## src/hdl/lcCtrlPkg.sv

```systemverilog
package lcCtrlPkg;

  // --------------------
  // Life cycle encoding
  // --------------------

  // States are listed in the order of the device life
  // A plain magnitude compare therefore tells whether a target lies later than the present state
  typedef enum logic [3:0] {
    Raw           = 4'd0,
    TestUnlocked0 = 4'd1,
    TestLocked0   = 4'd2,
    TestUnlocked1 = 4'd3,
    TestLocked1   = 4'd4,
    TestUnlocked2 = 4'd5,
    TestLocked2   = 4'd6,
    TestUnlocked3 = 4'd7,
    Dev           = 4'd8,
    Prod          = 4'd9,
    ProdEnd       = 4'd10,
    Rma           = 4'd11,
    Scrap         = 4'd12
  } lcState;

  // Transition counter, saturating at its top value
  localparam int LcCntWidth = 4;
  localparam logic [LcCntWidth-1:0] LcCntMax = LcCntWidth'(15);

  // --------------------
  // Controller FSM
  // --------------------

  typedef enum logic [2:0] {
    Idle,
    CntIncr,
    CntProg,
    TransCheck,
    TokenCheck,
    TransProg,
    PostTrans
  } fsmState;

  // Result code reported at the end of every request
  typedef enum logic [1:0] {
    ErrNone,
    ErrCntOverflow,
    ErrTransInvalid,
    ErrToken
  } lcErr;

  // Length of one programming pass in clock cycles
  localparam int ProgCycles = 4;
  localparam int ProgCntWidth = $clog2(ProgCycles + 1);
  localparam logic [ProgCntWidth-1:0] ProgLoad = ProgCntWidth'(ProgCycles);

  // --------------------
  // Unlock tokens
  // --------------------

  // Token class that a transition asks for
  typedef enum logic [1:0] {
    TokNone,
    TokRawUnlock,
    TokTestUnlock,
    TokRma
  } tokenKind;

  localparam int TokenWidth = 32;
  // Plain constants stand in for the provisioned secrets
  localparam logic [TokenWidth-1:0] RawUnlockToken  = 32'h5a3c_96e1;
  localparam logic [TokenWidth-1:0] TestUnlockToken = 32'hc0de_7e57;
  localparam logic [TokenWidth-1:0] RmaToken        = 32'h2b9d_f40a;

endpackage

```

## src/hdl/lcStateTransition.sv

```systemverilog
module lcStateTransition (
  input  lcCtrlPkg::lcState                  lcState_i,
  input  logic [lcCtrlPkg::LcCntWidth-1:0]   lcCnt_i,
  input  lcCtrlPkg::lcState                  transTarget_i,
  output lcCtrlPkg::lcState                  nextState_o,
  output logic [lcCtrlPkg::LcCntWidth-1:0]   nextCnt_o,
  output logic                               cntOverflow_o,
  output logic                               transInvalid_o,
  output lcCtrlPkg::tokenKind                needToken_o
);

  // Set when the requested edge is part of the transition graph
  logic legal;

  always_comb begin
    // Hold the present values unless a rule below says otherwise
    nextState_o    = lcState_i;
    nextCnt_o      = lcCnt_i;
    cntOverflow_o  = 1'b0;
    transInvalid_o = 1'b0;
    needToken_o    = lcCtrlPkg::TokNone;
    legal          = 1'b0;

    // --------------------
    // Counter increment
    // --------------------

    // A counter at its top value cannot take another transition
    if (lcCnt_i == lcCtrlPkg::LcCntMax) begin
      cntOverflow_o = 1'b1;
    end else begin
      nextCnt_o = lcCnt_i + 1'b1;
    end

    // --------------------
    // Legality and tokens
    // --------------------

    if (transTarget_i == lcCtrlPkg::Scrap) begin
      // Scrap is always reachable, even with an exhausted counter
      // The counter is pinned to its top so the device cannot transition again
      nextCnt_o     = lcCtrlPkg::LcCntMax;
      nextState_o   = lcCtrlPkg::Scrap;
      cntOverflow_o = 1'b0;
    end else begin
      if (transTarget_i > lcCtrlPkg::Scrap) begin
        // Encodings past Scrap are not life cycle states
        legal = 1'b0;
      end else if (lcState_i == lcCtrlPkg::Raw) begin
        // A blank device can only be opened for test
        legal = (transTarget_i == lcCtrlPkg::TestUnlocked0);
      end else if (lcState_i inside {lcCtrlPkg::ProdEnd, lcCtrlPkg::Rma, lcCtrlPkg::Scrap}) begin
        // Terminal states only lead to Scrap, which is handled above
        legal = 1'b0;
      end else if (lcState_i == lcCtrlPkg::Prod && transTarget_i == lcCtrlPkg::Dev) begin
        // Prod never goes back to Dev
        legal = 1'b0;
      end else begin
        // Everything else must move strictly forward
        legal = (transTarget_i > lcState_i);
      end

      if (legal) begin
        nextState_o = transTarget_i;
        // Pick the token class the edge has to present
        if (lcState_i == lcCtrlPkg::Raw) begin
          needToken_o = lcCtrlPkg::TokRawUnlock;
        end else if (transTarget_i inside {lcCtrlPkg::TestUnlocked0, lcCtrlPkg::TestUnlocked1,
                                           lcCtrlPkg::TestUnlocked2, lcCtrlPkg::TestUnlocked3})
        begin
          needToken_o = lcCtrlPkg::TokTestUnlock;
        end else if (transTarget_i == lcCtrlPkg::Rma) begin
          needToken_o = lcCtrlPkg::TokRma;
        end
      end else begin
        transInvalid_o = 1'b1;
      end
    end
  end

endmodule

```

## src/hdl/lcCtrlFsm.sv

```systemverilog
module lcCtrlFsm (
  input  logic                 clk_i,
  input  logic                 rst_i,
  input  logic                 transCmd_i,
  input  lcCtrlPkg::lcState    transTarget_i,
  input  logic                 cntOverflow_i,
  input  logic                 transInvalid_i,
  input  logic                 tokenOk_i,
  input  logic                 timerDone_i,
  output lcCtrlPkg::lcState    target_o,
  output logic                 tokenCapture_o,
  output logic                 timerStart_o,
  output logic                 cntWrite_o,
  output logic                 stateWrite_o,
  output logic                 busy_o,
  output logic                 done_o,
  output lcCtrlPkg::lcErr      error_o
);

  // Sequence of a successful request, counting the edge that accepts the strobe as edge 0
  // CntIncr at edge 1, CntProg for ProgCycles edges, TransCheck, TokenCheck,
  // TransProg for ProgCycles edges, then PostTrans at edge 2*ProgCycles+4
  // The whole request thus spans 2*ProgCycles+5 cycles including the strobe cycle

  lcCtrlPkg::fsmState stateQ;
  lcCtrlPkg::fsmState stateD;
  lcCtrlPkg::lcErr    errorQ;
  lcCtrlPkg::lcErr    errorD;
  lcCtrlPkg::lcState  targetQ;

  // --------------------
  // Next state logic
  // --------------------

  always_comb begin
    stateD         = stateQ;
    errorD         = errorQ;
    tokenCapture_o = 1'b0;
    timerStart_o   = 1'b0;
    cntWrite_o     = 1'b0;
    stateWrite_o   = 1'b0;

    case (stateQ)
      lcCtrlPkg::Idle: begin
        // Accept a request and clear the result of the previous one
        if (transCmd_i) begin
          tokenCapture_o = 1'b1;
          errorD         = lcCtrlPkg::ErrNone;
          stateD         = lcCtrlPkg::CntIncr;
        end
      end
      lcCtrlPkg::CntIncr: begin
        // The counter is bumped before anything else so that every attempt costs one count
        if (cntOverflow_i) begin
          errorD = lcCtrlPkg::ErrCntOverflow;
          stateD = lcCtrlPkg::PostTrans;
        end else begin
          cntWrite_o   = 1'b1;
          timerStart_o = 1'b1;
          stateD       = lcCtrlPkg::CntProg;
        end
      end
      lcCtrlPkg::CntProg: begin
        // Wait out the first programming pass
        if (timerDone_i) begin
          stateD = lcCtrlPkg::TransCheck;
        end
      end
      lcCtrlPkg::TransCheck: begin
        if (transInvalid_i) begin
          errorD = lcCtrlPkg::ErrTransInvalid;
          stateD = lcCtrlPkg::PostTrans;
        end else begin
          stateD = lcCtrlPkg::TokenCheck;
        end
      end
      lcCtrlPkg::TokenCheck: begin
        // A good token starts the second programming pass right away
        if (!tokenOk_i) begin
          errorD = lcCtrlPkg::ErrToken;
          stateD = lcCtrlPkg::PostTrans;
        end else begin
          timerStart_o = 1'b1;
          stateD       = lcCtrlPkg::TransProg;
        end
      end
      lcCtrlPkg::TransProg: begin
        // The new state lands in the store on the last cycle of the pass
        if (timerDone_i) begin
          stateWrite_o = 1'b1;
          stateD       = lcCtrlPkg::PostTrans;
        end
      end
      lcCtrlPkg::PostTrans: begin
        stateD = lcCtrlPkg::Idle;
      end
      default: begin
        stateD = lcCtrlPkg::Idle;
      end
    endcase
  end

  // --------------------
  // Registers
  // --------------------

  always_ff @(posedge clk_i) begin
    if (rst_i) begin
      stateQ <= lcCtrlPkg::Idle;
      errorQ <= lcCtrlPkg::ErrNone;
    end else begin
      stateQ <= stateD;
      errorQ <= errorD;
    end
  end

  // Target is held for the whole request and only loaded on acceptance
  always_ff @(posedge clk_i) begin
    if (tokenCapture_o) begin
      targetQ <= transTarget_i;
    end
  end

  assign target_o = targetQ;
  assign busy_o   = (stateQ != lcCtrlPkg::Idle) && (stateQ != lcCtrlPkg::PostTrans);
  assign done_o   = (stateQ == lcCtrlPkg::PostTrans);
  assign error_o  = errorQ;

endmodule

```

## src/hdl/lcProgTimer.sv

```systemverilog
module lcProgTimer (
  input  logic clk_i,
  input  logic rst_i,
  input  logic start_i,
  output logic done_o
);

  // Remaining cycles of the running pass, zero when idle
  logic [lcCtrlPkg::ProgCntWidth-1:0] cntQ;

  always_ff @(posedge clk_i) begin
    if (rst_i) begin
      cntQ <= '0;
    end else if (start_i) begin
      // A start while counting simply reloads the full length
      cntQ <= lcCtrlPkg::ProgLoad;
    end else if (cntQ != '0) begin
      cntQ <= cntQ - 1'b1;
    end
  end

  // The pass ends on the last count, ProgCycles cycles after the start pulse
  assign done_o = (cntQ == lcCtrlPkg::ProgCntWidth'(1));

endmodule

```

## src/hdl/lcStateStore.sv

```systemverilog
module lcStateStore (
  input  logic                               clk_i,
  input  logic                               rst_i,
  input  logic                               cntWrite_i,
  input  logic                               stateWrite_i,
  input  logic [lcCtrlPkg::LcCntWidth-1:0]   nextCnt_i,
  input  lcCtrlPkg::lcState                  nextState_i,
  output lcCtrlPkg::lcState                  lcState_o,
  output logic [lcCtrlPkg::LcCntWidth-1:0]   lcCnt_o
);

  // Model of the OTP life cycle partition
  // Programming latency lives in the FSM and timer, here a write is a single load
  lcCtrlPkg::lcState                 stateQ;
  logic [lcCtrlPkg::LcCntWidth-1:0]  cntQ;

  // --------------------
  // Counter field
  // --------------------

  always_ff @(posedge clk_i) begin
    if (rst_i) begin
      cntQ <= '0;
    end else if (cntWrite_i) begin
      cntQ <= nextCnt_i;
    end
  end

  // --------------------
  // State field
  // --------------------

  // A blank device comes up in Raw
  always_ff @(posedge clk_i) begin
    if (rst_i) begin
      stateQ <= lcCtrlPkg::Raw;
    end else if (stateWrite_i) begin
      stateQ <= nextState_i;
    end
  end

  assign lcState_o = stateQ;
  assign lcCnt_o   = cntQ;

endmodule

```

## src/hdl/lcTokenCheck.sv

```systemverilog
module lcTokenCheck (
  input  logic                               clk_i,
  input  logic                               rst_i,
  input  logic                               capture_i,
  input  logic [lcCtrlPkg::TokenWidth-1:0]   token_i,
  input  lcCtrlPkg::tokenKind                needToken_i,
  output logic                               tokenOk_o
);

  logic [lcCtrlPkg::TokenWidth-1:0] tokenQ;
  logic [lcCtrlPkg::TokenWidth-1:0] expected;

  // The token only is valid in the strobe cycle, so it is kept for the later check
  always_ff @(posedge clk_i) begin
    if (rst_i) begin
      tokenQ <= '0;
    end else if (capture_i) begin
      tokenQ <= token_i;
    end
  end

  // Reference value for the class the transition asks for
  always_comb begin
    case (needToken_i)
      lcCtrlPkg::TokRawUnlock:  expected = lcCtrlPkg::RawUnlockToken;
      lcCtrlPkg::TokTestUnlock: expected = lcCtrlPkg::TestUnlockToken;
      lcCtrlPkg::TokRma:        expected = lcCtrlPkg::RmaToken;
      default:                  expected = '0;
    endcase
  end

  // Edges without a token class pass whatever was presented
  assign tokenOk_o = (needToken_i == lcCtrlPkg::TokNone) || (tokenQ == expected);

endmodule

```

## src/hdl/lcCtrlTop.sv

```systemverilog
module lcCtrlTop (
  input  logic                               clk_i,
  input  logic                               rst_i,
  input  logic                               transCmd_i,
  input  lcCtrlPkg::lcState                  transTarget_i,
  input  logic [lcCtrlPkg::TokenWidth-1:0]   transToken_i,
  output lcCtrlPkg::lcState                  lcState_o,
  output logic [lcCtrlPkg::LcCntWidth-1:0]   lcCnt_o,
  output logic                               busy_o,
  output logic                               done_o,
  output lcCtrlPkg::lcErr                    error_o
);

  // FSM control strobes
  logic tokenCapture;
  logic timerStart;
  logic timerDone;
  logic cntWrite;
  logic stateWrite;

  // Transition function results
  lcCtrlPkg::lcState                 target;
  lcCtrlPkg::lcState                 nextState;
  logic [lcCtrlPkg::LcCntWidth-1:0]  nextCnt;
  logic                              cntOverflow;
  logic                              transInvalid;
  lcCtrlPkg::tokenKind               needToken;
  logic                              tokenOk;

  // --------------------
  // Sequencing
  // --------------------

  lcCtrlFsm fsm0 (
    .clk_i          (clk_i),
    .rst_i          (rst_i),
    .transCmd_i     (transCmd_i),
    .transTarget_i  (transTarget_i),
    .cntOverflow_i  (cntOverflow),
    .transInvalid_i (transInvalid),
    .tokenOk_i      (tokenOk),
    .timerDone_i    (timerDone),
    .target_o       (target),
    .tokenCapture_o (tokenCapture),
    .timerStart_o   (timerStart),
    .cntWrite_o     (cntWrite),
    .stateWrite_o   (stateWrite),
    .busy_o         (busy_o),
    .done_o         (done_o),
    .error_o        (error_o)
  );

  lcProgTimer timer0 (
    .clk_i   (clk_i),
    .rst_i   (rst_i),
    .start_i (timerStart),
    .done_o  (timerDone)
  );

  // --------------------
  // Datapath
  // --------------------

  lcStateStore store0 (
    .clk_i        (clk_i),
    .rst_i        (rst_i),
    .cntWrite_i   (cntWrite),
    .stateWrite_i (stateWrite),
    .nextCnt_i    (nextCnt),
    .nextState_i  (nextState),
    .lcState_o    (lcState_o),
    .lcCnt_o      (lcCnt_o)
  );

  // Works on the stored state and the target held by the FSM
  lcStateTransition trans0 (
    .lcState_i      (lcState_o),
    .lcCnt_i        (lcCnt_o),
    .transTarget_i  (target),
    .nextState_o    (nextState),
    .nextCnt_o      (nextCnt),
    .cntOverflow_o  (cntOverflow),
    .transInvalid_o (transInvalid),
    .needToken_o    (needToken)
  );

  lcTokenCheck token0 (
    .clk_i       (clk_i),
    .rst_i       (rst_i),
    .capture_i   (tokenCapture),
    .token_i     (transToken_i),
    .needToken_i (needToken),
    .tokenOk_o   (tokenOk)
  );

endmodule

```

## config.mk

```make
export PLATFORM = sky130hd
export DESIGN_NAME = lcCtrlTop
export DESIGN_NICKNAME = d
export VERILOG_FILES = /design/src/hdl/lcCtrlPkg.sv /design/src/hdl/lcStateTransition.sv /design/src/hdl/lcCtrlFsm.sv /design/src/hdl/lcProgTimer.sv /design/src/hdl/lcStateStore.sv /design/src/hdl/lcTokenCheck.sv /design/src/hdl/lcCtrlTop.sv
export SDC_FILE = /design/constraint.sdc
export NUM_CORES = 1
export LEC_CHECK = 0
export ABC_CLOCK_PERIOD_IN_PS = 4130
export BUFFER_PORTS_ARGS = -buffer_cell sky130_fd_sc_hd__buf_2
export CAP_MARGIN = 15
export CORE_ASPECT_RATIO = 1.5
export CORE_MARGIN = 2
export CORE_UTILIZATION = 55
export DETAILED_ROUTE_END_ITERATION = 8
export GPL_TIMING_DRIVEN = 1
export PLACE_DENSITY = 0.79
export SYNTH_ARGS = -nofsm -noshare
export SYNTH_HDL_FRONTEND = slang
export SYNTH_SLANG_ARGS = --single-unit
```

## constraint.sdc

```tcl
create_clock -name clk_i -period 4.13 [get_ports clk_i]
set_input_delay 0.6195 -clock clk_i [delete_from_list [all_inputs] [get_ports clk_i]]
set_output_delay 0.6195 -clock clk_i [all_outputs]
set_load 0.05 [all_outputs]
```

-- After elaboration in Yosys (flattened, before gate mapping)
Cells that the tools add are included.
- register bits after elaboration: 52
- logic and storage cells: 102
- input port bits: 39
- multiplexer cells: 41
- reduce and logical (&&, ||, !) cells: 18
- add/subtract/negate cells: 2
- $lt $le $gt $ge: 2
- equal/unequal tests: 31
- operators by type and width (kind ; number):
    32-bit one-hot mux with 3 select lines ; 1
    32-bit == test ; 1
    4-bit == test (second input constant) ; 8
    2-bit 2-to-1 mux ; 11
    3-bit 2-to-1 mux ; 6
    3-bit one-hot mux with 6 select lines ; 1
    1-bit 2-to-1 mux ; 16
    4-bit 2-to-1 mux ; 4
    3-bit == test (second input constant) ; 3
    3-bit nonzero test ; 3
    4-bit by 3-bit == test with 1-bit output (second input constant) ; 2
    2-bit != test (second input constant) ; 4
    2-bit one-hot mux with 4 select lines ; 1
    4-bit nonzero test ; 2
    3-bit by 1-bit == test with 1-bit output (second input constant) ; 2
    3-bit by 2-bit == test with 1-bit output (second input constant) ; 2
    2-bit by 1-bit != test with 1-bit output (second input constant) ; 3
    5-bit AND reduction ; 1
    4-bit by 1-bit adder with 4-bit output (second input constant) ; 1
    2-bit == test (second input constant) ; 2
    4-bit by 1-bit == test with 1-bit output (second input constant) ; 1
    4-bit by 2-bit == test with 1-bit output (second input constant) ; 1
    4-bit greater-than comparator ; 1
    4-bit greater-than comparator (second input constant) ; 1
    other kinds (13) ; 16

-- Longest topological paths before layout
Gate-level depths: netlist (run 1).
- depth after elaboration: 16
- depth in mapped cells: 16
- mapped depth without buffers: 16

-- Cells and area by module
From an unflattened synthesis (run 1), not the netlist that was laid out.
- cell total of the unflattened synthesis: 305
- area, all modules: 2857.7 µm²
- by module, submodules not included (module ; cells an instance ; seq. area each (µm²) ; times used ; area each (µm²)):
    lcTokenCheck ; 144 ; 640.6 ; 1 ; 1431.4
    lcCtrlFsm ; 53 ; 220.2 ; 1 ; 539.3
    lcStateTransition ; 63 ; 0.0 ; 1 ; 422.9
    lcStateStore ; 27 ; 160.2 ; 1 ; 284.0
    lcProgTimer ; 18 ; 60.1 ; 1 ; 180.2

-- Least setup slack after synthesis (run 1)
No wires, ideal clock.
- path kind: flip-flop to flip-flop
- from: reg store0.stateQ[1], in the netlist store0.lcState_o[1]
- to: reg fsm0.errorQ[1], in the netlist fsm0.error_o[1]
- clock period less this slack: 3780 ps
- library setup time: 134 ps
- required time: 3996 ps
- slack: 350 ps
- data arrival time: 3647 ps
- cell stages (with the launch flop): 16
- path through: dfxtp_1 inv_1 ha_1 nor2b_1 o211ai_1 a211oi_2 and3_1 o21ai_0 ha_1 or4b_1 o22ai_1 nand2_1 a2111oi_2 nand2_1 a211oi_2 o22ai_1
- longest elaborated chain between the ends: 15
- elaborated cells between the ends (all ways): 28
- those cells by class: order compare: 1; eq/ne: 10; mux: 11; reduce/logical: 6
- ends and longest elaborated chain (element ; line ; source):
    start: declaration ; lcStateStore.sv:14 ; lcCtrlPkg::lcState stateQ;
    start signal: assignment ; lcStateStore.sv:36 ; stateQ <= lcCtrlPkg::Raw;
    start signal: assignment ; lcStateStore.sv:38 ; stateQ <= nextState_i;
    parallel branches: the longest is 14 deep, another holds 4-bit greater-than comparator ; - ;
    5-bit AND reduction (no line) (*) ; - ;
    end signal: assignment ; lcCtrlFsm.sv:110 ; errorQ <= lcCtrlPkg::ErrNone;
    end signal: assignment ; lcCtrlFsm.sv:113 ; errorQ <= errorD;
    end: declaration ; lcCtrlFsm.sv:27 ; lcCtrlPkg::lcErr errorQ;
Every way passes the cells marked *. The select of a mux whose other input is x is not followed.
A chain may end at the register's enable or synchronous reset.

-- Worst setup path in the final report (run 1)
- from: reg store0.stateQ[1], in the netlist store0.lcState_o[1]
- to: reg fsm0.errorQ[0], in the netlist fsm0.error_o[0]
Same word-level chain as after synthesis.

==> PnR_summary.wiki, run 1 <==
{| class="wikitable"
! Metric !! Value
|-
| Tightest slew margin relative to the limit || 0.413
|-
| CP startpoint kind || flop
|-
| Bufs on Longest Clock Path || 2
|-
| Post-synthesis net count || ~390
|-
| Vias after detailed routing || 2,502
|-
| Sequential Power Share || 0.461
|-
| Count of inserted antenna diode cells || 0
|-
| Clock skew || roughly 0.0087 ns
|-
| Ranking of synthesized cells by area || sky130_fd_sc_hd__dfxtp_1 35%, sky130_fd_sc_hd__nand2_1 10%, sky130_fd_sc_hd__a21oi_1 7.6%
|-
| Part of the total power dissipated in combinational logic || 0.353
|-
| Count of max-cap constraint violations || 0
|-
| Hold Crit Start || token0.tokenQ[9]
|-
| 1st-pass router iterations || 4
|-
| Count of unique library cells instantiated by Yosys || 54
|-
| Tightest Pin Transition || approximately 0.88 ns
|-
| Final Critical Period || ~3.7 ns
|-
| Fmax || between 200 and 300 MHz
|-
| Slew Limit Fails || 0
|-
| Crit Path Max Fanout || 8
|-
| Die Y || between 80 and 90 um
|-
| Status || finished clean
|-
| Category of cells accounting for the largest share of critical-path delay || compound AO/OA/AOI/OAI gates
|-
| Hold/Removal Path Class || reg -> reg
|-
| Global-route wire length before repair || roughly 10 mm
|-
| Cell-internal power || between 900 and 1000 uW
|-
| Cell area after synthesis || ~2700 sq um
|-
| Met1 Routed Length || around 2.2 mm
|-
| Critical Path Start || store0.lcState_o[1]
|-
| Clock latency at the later pin of the worst-skew pair || around 0.3 ns
|-
| Routed wire length per instance || 12.5 um
|-
| Sw power || about 560 uW
|-
| Fraction of the cycle the final worst path needs || 0.897
|-
| Number of filler instances in the final layout || 439
|-
| Max layer used || met4
|-
| Average cell area after synthesis || ~7.9 sq um
|-
| Number of antenna violations at the first check in global routing || 0
|-
| Worst flop-to-flop path startpoint || store0.lcState_o[1]
|-
| Number of synthesized flops with an enable pin || 4
|-
| Peak per-stage delay on the critical path || between 0.4 and 0.5 ns
|-
| Estimated wirelength of the detail-placed design || approximately 4.3 mm
|-
| Library cell occupying the most area in the post-synthesis netlist || sky130_fd_sc_hd__dfxtp_1
|-
| Remaining number of nets flagged by the antenna check after routing || 0
|-
| Portion of total power attributed to the clock network || 0.186
|-
| Class of the most critical setup path || reg -> reg
|-
| Most used flip-flop cell after synthesis || sky130_fd_sc_hd__dfxtp_1
|-
| Clock tree from TritonCTS || built
|-
| Total Die Area || 5510 sq um
|-
| Setup Viol. Count Final || 0
|-
| Clock-pin transition on the worst setup and hold timing paths || about 0.09 ns
|-
| Post-Syn Instances || around 340
|-
| Proportion of netlist area held by the largest area contributor || 0.355
|-
| Syn. warnings || 0
|-
| Aggregate routed wire length || roughly 5.7 mm
|-
| Hold-fix buffers, CTS || 0
|-
| Global router's overall resource usage || 0.231
|-
| Final core utilization || 0.650
|-
| Quantity of I/O buffers inserted on ports || 50
|-
| CTS H-tree depth || 2
|-
| Fin. Hold Viols || 0
|-
| Share of the yosys chip area belonging to registers || 0.399
|-
| Total power consumption of the routed design || 1470 uW
|-
| Cell count after placement || about 440
|-
| Global-route congestion overflow total || 0
|-
| Detail Route met2 WL || roughly 3.1 mm
|-
| Number of design rule violations left after detail routing || 0
|-
| P per Cell Area || 473 nW/um^2
|-
| Horizontal extent of the die || about 61 um
|-
| Worst Setup End Kind || flop
|-
| Number of synthesized register bits || 52
|-
| Number of global-route vias before repair || between 2,000 and 2,500
|-
| TNS Setup || 0 ns
|-
| Ports || 51
|-
| Maximum number of pins on one net before global-route repair || 50
|-
| Total Nets Final || ~440
|-
| Standard cell with the maximum stage delay on the critical path || sky130_fd_sc_hd__or4b_1
|-
| Gp weighted congestion || 0.801
|-
| Root buffer cell || sky130_fd_sc_hd__clkbuf_8
|-
| Leakage || ~0.0013 uW
|-
| Metal3 WL || about 180 um
|-
| Number of buffer and inverter stages on the critical path || 1
|-
| Starting density of the core || 0.568
|-
| Unrepaired setup endpoints after global routing || false
|-
| Area overhead of the layout relative to synthesis || 14.6%
|-
| Sw Share || 0.380
|-
| Worst path cell trace || inv_1 -> ha_1 -> nor2b_1 -> o211ai_1 -> a211oi_4 -> and3_1 -> o21ai_1 -> ha_1 -> or4b_1 -> o22ai_1 -> nand2_1 -> a2111oi_2 -> nand2_1 -> a211oi_4 -> o41ai_1
|-
| Via/cell ratio || 5.52
|-
| Non-filler instance count after layout || approximately 450
|-
| Post-synth ARST share || 0
|-
| Critical Path AT || slightly below 4 ns
|-
| IR drop worst, VDD || ~0.3 mV
|-
| Placeable Area || 4770 sq um
|-
| Number of violations reported at the end of detailed-routing iteration 0 || 90
|-
| Floorplan row count || 31
|-
| Share of cells above drive strength 1 || 0.178
|-
| Data required time of the worst path || 4.29 ns
|-
| TritonCTS buffer count || 5
|-
| Clock Sink Count || 52
|}
[registers in the layout, indices dropped and copies added (netlist names)]
register,cells
store0.lcState_o,4
fsm0.target_o,4
store0.lcCnt_o,4
token0.tokenQ,32
fsm0.error_o,2
fsm0.stateQ,3
timer0.cntQ,3
[layout make-up]
| class | instances | area [sq um] | area share |
|---|---|---|---|
| Clock inverter | 1 | 3.75 | 0.00121 |
| Clock buffer | 7 | 76.3 | 0.0246 |
| Timing Repair Buffer | 55 | 288 | 0.0927 |
| Sequential cell | 52 | 1080 | 0.348 |
| Tap cell | 66 | 82.6 | 0.0266 |
| Multi-Input combinational cell | 258 | 1520 | 0.490 |
| Inverter | 14 | 52.6 | 0.0169 |
[worst min-delay path: stages, from the launching register on]
cell                      delay, ns
sky130_fd_sc_hd__dfxtp_1       0.32
sky130_fd_sc_hd__nand2_1       0.05
sky130_fd_sc_hd__a21oi_1       0.05
[cell families (layout without fill, tap and decap cells)]
kind of cell	Yosys count	after routing	share of synthesized area
muxes	7	7	0.0263
buffers and inverters	32	77	0.0453
adders and majority gates	13	13	0.0601
and+or+nand+nor	154	154	0.265
AOI/OAI and AO/OA	80	80	0.191
DFF	52	52	0.399
xor gates and xnor gates	4	4	0.0129
[metrics by stage]
step / instance area [sq um] / hold WS, ns / worst slack [ns]
final: 3100 / 0.467 / 0.426
after global routing: 3100 / 0.472 / 0.0505
after CTS: 3070 / 0.469 / 0.160
after detailed placement: 2990 / 0.456 / 0.200
after global placement: 2990 / 0.453 / 0.324
after floorplan: 2710 / 0.436 / 0.350
[per-layer routing]
metal | global-route usage | vias to the layer above
met5 | 0 | -
met4 | 0.0978 | 0
met3 | 0.0360 | 11
met2 | 0.420 | 49
met1 | 0.245 | 1154
li1 | - | 1288
[repair_timing]
action	4_1_cts	5_1_grt
resized for setup	0	3
buffers inserted	0	2
setup endpoints to repair	0	6
[power by group through the flow]
stage                     clock network [uW]  registers [uW]  logic (uW)
after CTS                                281             680         510
after detailed placement                   0             692         507
after global placement                     0             689         498
after global routing                     301             690         592
after floorplan                            0             692         387
final                                    273             677         518
[placed cells by master, fill, tap and decap left out, drive strengths merged, types with 5 or more instances in the layout]
cell type | synthesis | layout
mux2i | 6 | 6
nand4 | 8 | 8
nor2b | 6 | 6
o21ai | 8 | 8
a21oi | 41 | 41
nor2 | 26 | 26
buf | 4 | 55
nand2 | 73 | 73
inv | 14 | 14
nor3 | 11 | 11
dfxtp | 48 | 48
and3 | 5 | 5
clkbuf | 14 | 7
ha | 13 | 13
nand3 | 6 | 6
a211oi | 7 | 7
[final timing paths]
check / endpoint / slack [ns] / cells after the start
min: token0.tokenQ[9] / 0.47 / 2
min reg2reg: token0.tokenQ[9] / 0.47 / 2
max: fsm0.error_o[0] / 0.43 / 15
max reg2reg: fsm0.error_o[0] / 0.43 / 15
[Yosys cell counts (2+ instances only)]
library cell / instances
sky130_fd_sc_hd__o21ai_0: 7
sky130_fd_sc_hd__dfxtp_1: 48
sky130_fd_sc_hd__and3_1: 5
sky130_fd_sc_hd__edfxtp_1: 4
sky130_fd_sc_hd__nand3_1: 6
sky130_fd_sc_hd__nor2b_1: 6
sky130_fd_sc_hd__nand2b_1: 4
sky130_fd_sc_hd__o22ai_1: 3
sky130_fd_sc_hd__or4_1: 4
sky130_fd_sc_hd__a211oi_1: 4
sky130_fd_sc_hd__inv_1: 13
sky130_fd_sc_hd__a211oi_2: 2
sky130_fd_sc_hd__nor3_1: 11
sky130_fd_sc_hd__a21oi_1: 41
sky130_fd_sc_hd__buf_2: 2
sky130_fd_sc_hd__o21a_1: 3
sky130_fd_sc_hd__nand4_1: 8
sky130_fd_sc_hd__nor2_1: 26
sky130_fd_sc_hd__buf_1: 2
sky130_fd_sc_hd__clkbuf_1: 14
sky130_fd_sc_hd__mux2i_1: 6
sky130_fd_sc_hd__xnor2_1: 3
sky130_fd_sc_hd__nand2_1: 73
sky130_fd_sc_hd__ha_1: 13
sky130_fd_sc_hd__a31oi_1: 3
sky130_fd_sc_hd__nor4_1: 3
Power figures use the tool's default switching activity.
==> inputs of run 2 (changes only) <==
- PLACE_DENSITY: 0.79 -> 0.89
- RECOVER_POWER: default -> 25
==> PnR_summary.wiki, run 2 (same netlist as run 1, synthesis figures left out) <==
{| class="wikitable"
! Metric !! Value
|-
| Count of inserted antenna diode cells || 0 (unchanged)
|-
| Number of design rule violations left after detail routing || 0 (unchanged)
|-
| Standard cell with the maximum stage delay on the critical path || sky130_fd_sc_hd__or4b_1
|-
| Most common cell after layout, fill and taps aside || sky130_fd_sc_hd__nand2_1
|-
| TNS Setup || 0 ns (unchanged)
|-
| TritonCTS buffer count || 5 (unchanged)
|-
| Number of violations reported at the end of detailed-routing iteration 0 || 83 (-7.8%)
|-
| Status || finished clean
|-
| Peak per-stage delay on the critical path || 0.45 ns (about the same)
|-
| Aggregate routed wire length || 5.92 mm (+4.3%)
|-
| Critical Path AT || 4.00 ns (+0.14 ns)
|-
| CTS H-tree depth || 2 (unchanged)
|-
| Fmax || 261 MHz (-3.2%)
|-
| Clock latency at the later pin of the worst-skew pair || 0.30 ns (about the same)
|-
| Global router's overall resource usage || 0.233 (+0.00225)
|-
| Share of cells above drive strength 1 || 0.153 (-0.0250)
|-
| Root buffer cell || sky130_fd_sc_hd__clkbuf_8
|-
| Via/cell ratio || 5.70 (+3.2%)
|-
| Worst Setup End Kind || flop
|-
| Vias after detailed routing || 2,570 (+2.7%)
|-
| Floorplan row count || 31 (unchanged)
|-
| Commonest cells after routing, fill and taps aside || 73 x sky130_fd_sc_hd__nand2_1, 48 x sky130_fd_sc_hd__dfxtp_1, 41 x sky130_fd_sc_hd__a21oi_1
|-
| Count of max-cap constraint violations || 0 (unchanged)
|-
| Total power consumption of the routed design || 1520 uW (+3.6%)
|-
| Maximum number of pins on one net before global-route repair || 50 (unchanged)
|-
| Final Critical Period || 3.83 ns (+0.122 ns)
|-
| P per Cell Area || 491 nW/um^2 (+3.8%)
|-
| Worst path cell trace || inv_1 -> ha_1 -> nor2b_1 -> o211ai_1 -> a211oi_4 -> and3_1 -> o21ai_1 -> ha_1 -> or4b_1 -> o22ai_1 -> nand2_1 -> a2111oi_2 -> nand2_1 -> a211oi_4 -> o41ai_1
|-
| Tightest slew margin relative to the limit || 0.333 (-0.0798)
|-
| Routed wire length per instance || 13.1 um (+4.7%)
|-
| Number of flip-flops in the largest register || 32 (unchanged)
|-
| Remaining number of nets flagged by the antenna check after routing || 0 (unchanged)
|-
| Unrepaired setup endpoints after global routing || false
|-
| Data required time of the worst path || 4.30 ns (about the same)
|-
| Hold/Removal Path Class || reg -> reg
|-
| Quantity of I/O buffers inserted on ports || 50 (unchanged)
|-
| Starting density of the core || 0.568 (unchanged)
|-
| Global-route wire length before repair || 10.1 mm (+2.1%)
|-
| Clock-pin transition on the worst setup and hold timing paths || 0.10 ns (about the same)
|-
| Placeable Area || 4770 sq um (unchanged)
|-
| IR drop worst, VDD || 0.287 mV (-2.9%)
|-
| Number of antenna violations at the first check in global routing || 0 (unchanged)
|-
| Slew Limit Fails || 0 (unchanged)
|-
| Hold-fix buffers, CTS || 0 (unchanged)
|-
| Bufs on Longest Clock Path || 2 (unchanged)
|-
| CP startpoint kind || flop
|-
| Biggest register || token0.tokenQ
|-
| Leakage || 0.00123 uW (-3.1%)
|-
| Horizontal extent of the die || 61.3 um (unchanged)
|-
| Crit Path Max Fanout || 8 (unchanged)
|-
| Class of the most critical setup path || reg -> reg
|-
| Final Hold Slack || 0.474 ns (+0.00747 ns)
|-
| 1st-pass router iterations || 4 (unchanged)
|-
| Total Die Area || 5510 sq um (unchanged)
|-
| Ports || 51 (unchanged)
|-
| Cell count after placement || 443 (unchanged)
|-
| Global-route congestion overflow total || 0 (unchanged)
|-
| Fin. Hold Viols || 0 (unchanged)
|-
| Fraction of the cycle the final worst path needs || 0.926 (+0.0295)
|-
| Tightest Pin Transition || 0.999 ns (+0.119 ns)
|-
| Number of global-route vias before repair || 2,401 (+0.67%)
|-
| Clock Sink Count || 52 (unchanged)
|-
| Setup Viol. Count Final || 0 (unchanged)
|-
| Clock skew || 0.00703 ns (-0.00166 ns)
|-
| Total Nets Final || 436 (-0.46%)
|-
| Area overhead of the layout relative to synthesis || 14.4%
|-
| Estimated wirelength of the detail-placed design || 4.36 mm (+2.4%)
|-
| Clock tree from TritonCTS || built
|-
| Gp weighted congestion || 0.875 (+9.2%)
|-
| Die Y || 89.9 um (unchanged)
|-
| Non-filler instance count after layout || 451 (-0.44%)
|}
==> run 2: cell count changes in the layout (fill, tap and decap cells not counted) <==
cell and delta:
sky130_fd_sc_hd__buf_2 -10, sky130_fd_sc_hd__buf_4 -3, sky130_fd_sc_hd__clkbuf_1 +9, sky130_fd_sc_hd__clkbuf_16 +1, sky130_fd_sc_hd__clkinv_1 -1, sky130_fd_sc_hd__clkinv_2 +1, sky130_fd_sc_hd__inv_4 +1
==> run 2: power breakdown <==
part / internal [uW] / total (uW) / switching [uW] / leakage [uW]
logic: 189 / 513 / 324 / 0.000740
registers: 594 / 679 / 85.0 / 0.000431
clock network: 156 / 329 / 173 / 0.0000566
total: 939 / 1520 / 582 / 0.00123
==> run 2: cell type report <==
type	instances	area, sq um
inverter	14	52.6
clock buffer	6	93.8
tap	66	82.6
clock inverter	2	11.3
sequential	52	1080
multi-input combinational	258	1520
fill	440	1670
timing repair buffer	53	256
==> run 2: what timing repair did <==
action                     CTS  global route
resized for setup            0             3
setup endpoints to repair    0             5
setup buffers                0             0
==> run 2: path summary, 6_finish.rpt <==
kind                        from  cells after the start                to  slack (ns)
max          store0.lcState_o[1]                     15   fsm0.error_o[0]        0.30
min             token0.tokenQ[4]                      2  token0.tokenQ[4]        0.47
max reg2reg  store0.lcState_o[1]                     15   fsm0.error_o[0]        0.30
min reg2reg     token0.tokenQ[4]                      2  token0.tokenQ[4]        0.47
==> run 2: worst max-delay path, delay by kind of cell (launching register included) <==
kind | cells | cell delay [ns]
buf+inv | 1 | 0.08
flops | 1 | 0.43
simple gates | 5 | 1.05
compound gates | 7 | 1.54
fa+ha+maj | 2 | 0.60
==> run 2: per-layer routing <==
metal	routed length, um	part of all wire	track usage
met2	3240	0.55	0.402
met3	208	0.035	0.0360
met4	244	0.041	0.112
met1	2230	0.38	0.263
met5	0	0	0
==> run 2: per-stage QoR <==
step / util / cell area [sq um] / setup slack [ns]
floorplan: - / 2710 / 0.350
global placement: 0.627 / 2990 / 0.458
detailed placement: 0.627 / 2990 / 0.261
CTS: 0.649 / 3100 / 0.171
global route: 0.649 / 3100 / 0.00710
finish: 0.649 / 3100 / 0.304
